<file path="src/source/noc_pkg.sv">
// Shared types and constants of the flit chain network
// Flit format, opcodes and the statistics records of tiles and edge
`default_nettype none

package noc_pkg;

  ////////////////////////////////////////////////////////////
  // Network dimensions
  ////////////////////////////////////////////////////////////

  localparam int unsigned NumTiles  = 4;
  localparam int unsigned IdWidth   = 3;   // Ids above NumTiles-1 end up stray
  localparam int unsigned DataWidth = 16;

  ////////////////////////////////////////////////////////////
  // Flit
  ////////////////////////////////////////////////////////////

  typedef enum logic [1:0] {
    OP_ADD   = 2'd0,  // Fold payload into the statistics
    OP_CLEAR = 2'd1,  // Zero the statistics
    OP_NOP   = 2'd2   // Counted only
  } op_e;

  typedef struct packed {
    logic                 valid;
    logic [IdWidth-1:0]   dst;
    op_e                  op;
    logic [DataWidth-1:0] payload;
  } flit_t;

  ////////////////////////////////////////////////////////////
  // Statistics records
  ////////////////////////////////////////////////////////////

  // Per tile, all fields wrap except max
  typedef struct packed {
    logic [7:0]           count;
    logic [DataWidth-1:0] sum;
    logic [DataWidth-1:0] max;   // Unsigned maximum of added payloads
  } tile_stat_t;

  // Flits that ran off the east edge
  typedef struct packed {
    logic [7:0] count;
    flit_t      last;
  } stray_t;

endpackage

`default_nettype wire
</file>
<file path="src/source/noc_chain_top.sv">
// Flit chain top level
// Injector at the west edge, NumTiles dummy tiles in a row and a
// terminator for destinations beyond the last tile
`timescale 1ns/1ps
`default_nettype none

module noc_chain_top (
  input  logic                                         clk_i,
  input  logic                                         rst_n_i,
  input  logic                                         inj_valid_i,
  input  logic                [noc_pkg::IdWidth-1:0]   inj_dst_i,
  input  noc_pkg::op_e                                 inj_op_i,
  input  logic                [noc_pkg::DataWidth-1:0] inj_data_i,
  output noc_pkg::tile_stat_t [noc_pkg::NumTiles-1:0]  stats_o,
  output noc_pkg::stray_t                              stray_o
);

  // Hop k feeds tile k, the last hop feeds the terminator
  noc_pkg::flit_t [noc_pkg::NumTiles:0] link;

  ////////////////////////////////////////////////////////////
  // West edge
  ////////////////////////////////////////////////////////////

  noc_injector u_injector (
    .clk_i       (clk_i),
    .rst_n_i     (rst_n_i),
    .inj_valid_i (inj_valid_i),
    .inj_dst_i   (inj_dst_i),
    .inj_op_i    (inj_op_i),
    .inj_data_i  (inj_data_i),
    .flit_o      (link[0])
  );

  ////////////////////////////////////////////////////////////
  // Tile chain
  ////////////////////////////////////////////////////////////

  for (genvar k = 0; k < noc_pkg::NumTiles; k++) begin : g_tile
    noc_tile #(
      .TileId (k)
    ) u_tile (
      .clk_i   (clk_i),
      .rst_n_i (rst_n_i),
      .west_i  (link[k]),
      .east_o  (link[k+1]),
      .stat_o  (stats_o[k])
    );
  end

  ////////////////////////////////////////////////////////////
  // East edge
  ////////////////////////////////////////////////////////////

  noc_edge_terminator u_terminator (
    .clk_i   (clk_i),
    .rst_n_i (rst_n_i),
    .east_i  (link[noc_pkg::NumTiles]),
    .stray_o (stray_o)
  );

endmodule

`default_nettype wire

</file>
<file path="src/source/noc_edge_terminator.sv">
// East edge terminator
// Drains flits that passed every tile and records them as stray
`timescale 1ns/1ps
`default_nettype none

module noc_edge_terminator (
  input  logic            clk_i,
  input  logic            rst_n_i,
  input  noc_pkg::flit_t  east_i,
  output noc_pkg::stray_t stray_o
);

  logic [7:0]     count_q;
  noc_pkg::flit_t last_q;

  ////////////////////////////////////////////////////////////
  // Stray record
  ////////////////////////////////////////////////////////////

  always_ff @(posedge clk_i or negedge rst_n_i) begin
    if (!rst_n_i) begin
      count_q <= 8'd0;
      last_q  <= '0;
    end else if (east_i.valid) begin
      count_q <= count_q + 8'd1;   // Wraps after 255
      last_q  <= east_i;
    end
  end

  always_comb begin
    stray_o.count = count_q;
    stray_o.last  = last_q;
  end

endmodule

`default_nettype wire

</file>
<file path="src/source/noc_tile.sv">
// Dummy network tile
// One router on the east-west chain, local traffic ends in the sink
// and never leaves the tile
`timescale 1ns/1ps
`default_nettype none

module noc_tile #(
  parameter int unsigned TileId = 0
) (
  input  logic                clk_i,
  input  logic                rst_n_i,
  input  noc_pkg::flit_t      west_i,
  output noc_pkg::flit_t      east_o,
  output noc_pkg::tile_stat_t stat_o
);

  ////////////////////////////////////////////////////////////
  // Router
  ////////////////////////////////////////////////////////////

  noc_pkg::flit_t eject;   // Flits addressed to this tile

  noc_router #(
    .TileId (TileId)
  ) u_router (
    .clk_i   (clk_i),
    .rst_n_i (rst_n_i),
    .west_i  (west_i),
    .east_o  (east_o),
    .eject_o (eject)
  );

  ////////////////////////////////////////////////////////////
  // Local sink
  ////////////////////////////////////////////////////////////

  // Nothing is injected locally, the tile only absorbs
  noc_tile_sink u_sink (
    .clk_i   (clk_i),
    .rst_n_i (rst_n_i),
    .eject_i (eject),
    .stat_o  (stat_o)
  );

endmodule

`default_nettype wire

</file>
<file path="src/source/noc_tile_sink.sv">
// Tile statistics sink
// Consumes ejected flits and keeps count, wrapped sum and maximum
`timescale 1ns/1ps
`default_nettype none

module noc_tile_sink (
  input  logic                clk_i,
  input  logic                rst_n_i,
  input  noc_pkg::flit_t      eject_i,
  output noc_pkg::tile_stat_t stat_o
);

  noc_pkg::tile_stat_t stat_q;
  noc_pkg::tile_stat_t stat_d;

  ////////////////////////////////////////////////////////////
  // Opcode handling
  ////////////////////////////////////////////////////////////

  always_comb begin
    stat_d = stat_q;
    if (eject_i.valid) begin
      case (eject_i.op)
        noc_pkg::OP_CLEAR: begin
          stat_d = '0;
        end
        noc_pkg::OP_ADD: begin
          stat_d.count = stat_q.count + 8'd1;
          stat_d.sum   = stat_q.sum + eject_i.payload;   // Wraps at 16 bits
          if (eject_i.payload > stat_q.max) begin
            stat_d.max = eject_i.payload;
          end
        end
        noc_pkg::OP_NOP: begin
          stat_d.count = stat_q.count + 8'd1;
        end
        default: begin
          // Unused opcode leaves the record alone
          stat_d = stat_q;
        end
      endcase
    end
  end

  always_ff @(posedge clk_i or negedge rst_n_i) begin
    if (!rst_n_i) begin
      stat_q <= '0;
    end else begin
      stat_q <= stat_d;
    end
  end

  assign stat_o = stat_q;

endmodule

`default_nettype wire

</file>
<file path="src/source/noc_router.sv">
// Single channel tile router
// Ejects flits whose destination matches this tile, and forwards
// all others east through one register stage
`timescale 1ns/1ps
`default_nettype none

module noc_router #(
  parameter int unsigned TileId = 0
) (
  input  logic           clk_i,
  input  logic           rst_n_i,
  input  noc_pkg::flit_t west_i,
  output noc_pkg::flit_t east_o,
  output noc_pkg::flit_t eject_o
);

  ////////////////////////////////////////////////////////////
  // Route decision
  ////////////////////////////////////////////////////////////

  logic hit;   // Destination is this tile
  logic fwd;   // Valid flit heading further east

  assign hit = (west_i.dst == TileId[noc_pkg::IdWidth-1:0]);
  assign fwd = west_i.valid && !hit;

  // Local port, same cycle as the west input
  always_comb begin
    eject_o       = west_i;
    eject_o.valid = west_i.valid && hit;
  end

  ////////////////////////////////////////////////////////////
  // East output stage
  ////////////////////////////////////////////////////////////

  logic           east_valid_q;
  noc_pkg::flit_t east_q;

  always_ff @(posedge clk_i or negedge rst_n_i) begin
    if (!rst_n_i) begin
      east_valid_q <= 1'b0;
    end else begin
      east_valid_q <= fwd;   // Ejected or idle input leaves east idle
    end
  end

  // Flit body follows the strobe
  always_ff @(posedge clk_i) begin
    if (fwd) begin
      east_q <= west_i;
    end
  end

  always_comb begin
    east_o       = east_q;
    east_o.valid = east_valid_q;
  end

endmodule

`default_nettype wire

</file>
<file path="src/source/noc_injector.sv">
// West edge injector
// Registers a host command strobe into the first flit of the chain
`timescale 1ns/1ps
`default_nettype none

module noc_injector (
  input  logic                          clk_i,
  input  logic                          rst_n_i,
  input  logic                          inj_valid_i,
  input  logic [noc_pkg::IdWidth-1:0]   inj_dst_i,
  input  noc_pkg::op_e                  inj_op_i,
  input  logic [noc_pkg::DataWidth-1:0] inj_data_i,
  output noc_pkg::flit_t                flit_o
);

  logic                          valid_q;
  logic [noc_pkg::IdWidth-1:0]   dst_q;
  noc_pkg::op_e                  op_q;
  logic [noc_pkg::DataWidth-1:0] data_q;

  // Strobe is cleared whenever no command is offered
  always_ff @(posedge clk_i or negedge rst_n_i) begin
    if (!rst_n_i) begin
      valid_q <= 1'b0;
    end else begin
      valid_q <= inj_valid_i;
    end
  end

  // Command fields, only loaded with a strobe
  always_ff @(posedge clk_i) begin
    if (inj_valid_i) begin
      dst_q  <= inj_dst_i;
      op_q   <= inj_op_i;
      data_q <= inj_data_i;
    end
  end

  always_comb begin
    flit_o.valid   = valid_q;
    flit_o.dst     = dst_q;
    flit_o.op      = op_q;
    flit_o.payload = data_q;
  end

endmodule

`default_nettype wire

</file>
<file path="config.mk">
export PLATFORM = sky130hd
export DESIGN_NAME = noc_chain_top
export DESIGN_NICKNAME = d
export VERILOG_FILES = /design/src/source/noc_pkg.sv /design/src/source/noc_chain_top.sv /design/src/source/noc_edge_terminator.sv /design/src/source/noc_tile.sv /design/src/source/noc_tile_sink.sv /design/src/source/noc_router.sv /design/src/source/noc_injector.sv
export SDC_FILE = /design/constraint.sdc
export NUM_CORES = 1
export LEC_CHECK = 0
export BUFFER_PORTS_ARGS = -buffer_cell sky130_fd_sc_hd__buf_4
export CAP_MARGIN = 10
export CORE_AREA = 2 2 168 211
export DETAILED_ROUTE_END_ITERATION = 8
export DIE_AREA = 0 0 170 213
export GPL_ROUTABILITY_DRIVEN = 0
export HOLD_SLACK_MARGIN = 0.03
export MAX_ROUTING_LAYER = met4
export PLACE_DENSITY = 0.7
export SLEW_MARGIN = 20
export SYNTH_ARGS = -nofsm -noshare
export SYNTH_HDL_FRONTEND = slang
export SYNTH_SLANG_ARGS = --single-unit
export TNS_END_PERCENT = 20
</file>
<file path="constraint.sdc">
create_clock -name clk_i -period 3.4 [get_ports clk_i]
set_input_delay 0.68 -clock clk_i [delete_from_list [all_inputs] [get_ports clk_i]]
set_output_delay 0.68 -clock clk_i [all_outputs]
set_load 0.1 [all_outputs]
</file>
==> run metrics <==
global route hottest layer met2; top-count cell post-synth dfrtp_1; final wirelength 36,490 um; met2 track demand over resource 35.78%; hold slack 203.3 ps; Commonest cells post-synth dfrtp_1, ha_1, inv_1; Synth Area in Adders 11.17%; Fillers 2,952; CP Capture Type flip-flop; # rows 76; post-synthesis simple-gate area fraction 8.800%; layout cells sized above 1 20.92%; Total GRT Usage 20.89%; XOR/XNOR share of the synthesized area 4.561%; Initial Utilization 44.32%; Worst Path Max Fanout 4; YS warnings 0; n_diodes 0; most common flop cell mapped by yosys dfrtp_1; min-delay worst type in2async; status completed; Reg clk slew, reported paths 60 ps; syn_area_per_cell 11.65 um2; antenna-violating nets left 0; post-synthesis sequential area ratio 52.95%; final setup vio count 0; Sequential Area 8033 um2; PnR worst setup slack 553.9 ps; number of library cell types mapped by synthesis 65; Die X 170 um; Resized cells post-CTS 0; area occupied by multi-input gates 6588 um2; max_slew headroom 23.85%; Synth area leaders dfrtp_1, edfxtp_1, ha_1, inv_1, nand2_1; Iter 0 DRT Violations 486; chip height 213 um; Post-Syn Instances 1,302; Worst VDD drop 757.9 uV; Core ar. 34,230 um2; Pre-antenna DRT Iters 5; Synth area leader dfrtp_1; H-tree lvl count 2; critical path type reg2reg; Synth Area in Compound Gates 16.98%; Syn Nets 1,459; largest net degree at the start of global routing 80; setup_tns 0 ps; Achievable Freq 351.4 MHz; clk root buf clkbuf_16; Power Density 853.9 nW/um2; CP Launch Type flip-flop; grt met1 use 23.29%; asr flop ratio synth 65.00%; final worst path period share 83.71%; average vias per placed instance 5.589; post-synthesis register bit count 300; CTS tree yes; Post-Syn Area 15,170 um2; Layout area overhead 22.03%; Fin. Hold Viols 0; vias in the first global route 11.25k; Post-synth EDFFs 105; total CTS buffers 34; worst slack at placement 549.6 ps; Global Route met3 Usage 5.412%; WP data required 3810 ps; total number of vias 11.06k; clock insertion delay at the later pin of the skew report 530 ps; Layout Skew 29.02 ps; Worst EP arrival 3260 ps; reg2reg start g_tile[2].u_tile.u_router.east_o[0]; Wirelength per Cell 18.45 um; main combinational cell family by area after synthesis compound AO/OA/AOI/OAI gates; RSZ-0062 raised after global routing false; clk sinks 300; total global routing overflow 0; post-layout min period 2846 ps; cts hold-fix bufs 0; multiplexer area fraction after synthesis 1.773%; Critical Path Source g_tile[2].u_tile.u_router.east_o[0]; first-pass GRT wire length 58,190 um; port bufs 213; Slew Limit Fails 0; Max-Cap Viols 0; hpwl dp 27,260 um; drc violations 0; worst slew pin tran 1135 ps; die area 36,210 um2; initial antenna violation count 0; Final nets 1,681; Bufs on Longest Clock Path 3; top-area cell type share of the netlist area 32.16%; total setup buffers inserted after CTS 0; # IOs 214; leakage power total 0.008523 uW
==> metal layers <==
layer | up-vias | part of all wire [%]
met2 | 323 | 50
li1 | 5276 | -
met1 | 5379 | 39
met5 | - | 0
met3 | 78 | 7.4
met4 | 0 | 3.6
==> metrics by stage <==
step | cells | util [%] | total power (uW) | area [um2]
detailed placement | 1917 | 50.40 | 11760 | 17250
CTS | 1978 | 54.04 | 15900 | 18500
finish | 1978 | 54.08 | 15810 | 18510
floorplan | 1302 | - | 10180 | 15170
global route | 1978 | 54.08 | 16520 | 18510
global placement | 1917 | 50.40 | 11640 | 17250
==> worst max-delay path, stage by stage (launching register included) <==
cell,delay [ps]
edfxtp_1,440
ha_1,250
fa_1,410
a21o_1,200
a21o_1,230
a2111oi_2,470
o21ai_1,190
a311oi_2,250
xnor2_1,100
a22o_1,200
==> final cells by class <==
class	count	area share [%]
clock buffers	46	5.224
multi-input cells	856	35.58
flip-flops and latches	300	43.39
repair buffers	222	9.171
inverters	110	2.230
clock inverters	15	1.500
well taps	429	2.899
==> flip-flops by register name, indices dropped and copies added, names as in the netlist <==
name,flops
u_injector.op_q,2
u_injector.valid_q,1
g_tile.u_tile.u_router.east_valid_q,4
u_terminator.stray_o,22
u_injector.dst_q,3
u_terminator.count_q,8
g_tile.u_tile.u_sink.stat_o,160
g_tile.u_tile.u_router.east_o,84
u_injector.data_q,16
==> kinds of logic after synthesis <==
| logic type | count (synthesis) |
|---|---|
| flip-flops | 300 |
| AO/OA/AOI/OAI | 344 |
| buffers and inverters | 146 |
| multiplexers | 24 |
| AND/OR/NAND/NOR | 276 |
| adder cells (fa/ha/maj) | 133 |
| XOR/XNOR | 79 |
==> power breakdown <==
part	total [uW]	leakage (uW)	switching (uW)	internal (uW)
Sequential	4830	0.00358	539	4300
Combinational	6890	0.00433	5070	1820
Clock	4080	0.000613	1480	2600
Total	15800	0.00852	7090	8720
==> cells in the final DEF, fill, tap and decap left out, drive strengths merged, types with 17 or more instances in the layout <==
cell type | Yosys | final
xor2 | 41 | 41
ha | 129 | 129
nor2 | 56 | 56
dfrtp | 195 | 195
mux2 | 23 | 23
nand3 | 18 | 18
o32ai | 32 | 32
o21ai | 51 | 51
a32o | 34 | 34
a21o | 47 | 47
a21oi | 58 | 58
o21a | 17 | 17
a22o | 33 | 33
buf | 6 | 221
inv | 110 | 111
nand2 | 100 | 100
xnor2 | 38 | 38
clkbuf | 30 | 47
nand4 | 26 | 26
edfxtp | 105 | 105
==> worst paths after layout <==
check / end / slack [ps] / cells after the start
worst max register to register: g_tile[3].u_tile.u_sink.stat_o[30] / 550 / 9
worst min-delay path: u_terminator.stray_o[12] / 200 / 1
worst min register to register: g_tile[2].u_tile.u_router.east_o[19] / 440 / 0
max in group asynchronous: g_tile[1].u_tile.u_sink.stat_o[37] / 2350 / 2
min in group clk_i: u_injector.data_q[15] / 330 / 1
worst max-delay path: g_tile[3].u_tile.u_sink.stat_o[30] / 550 / 9
Note: power is estimated with default switching activity, not from simulation.
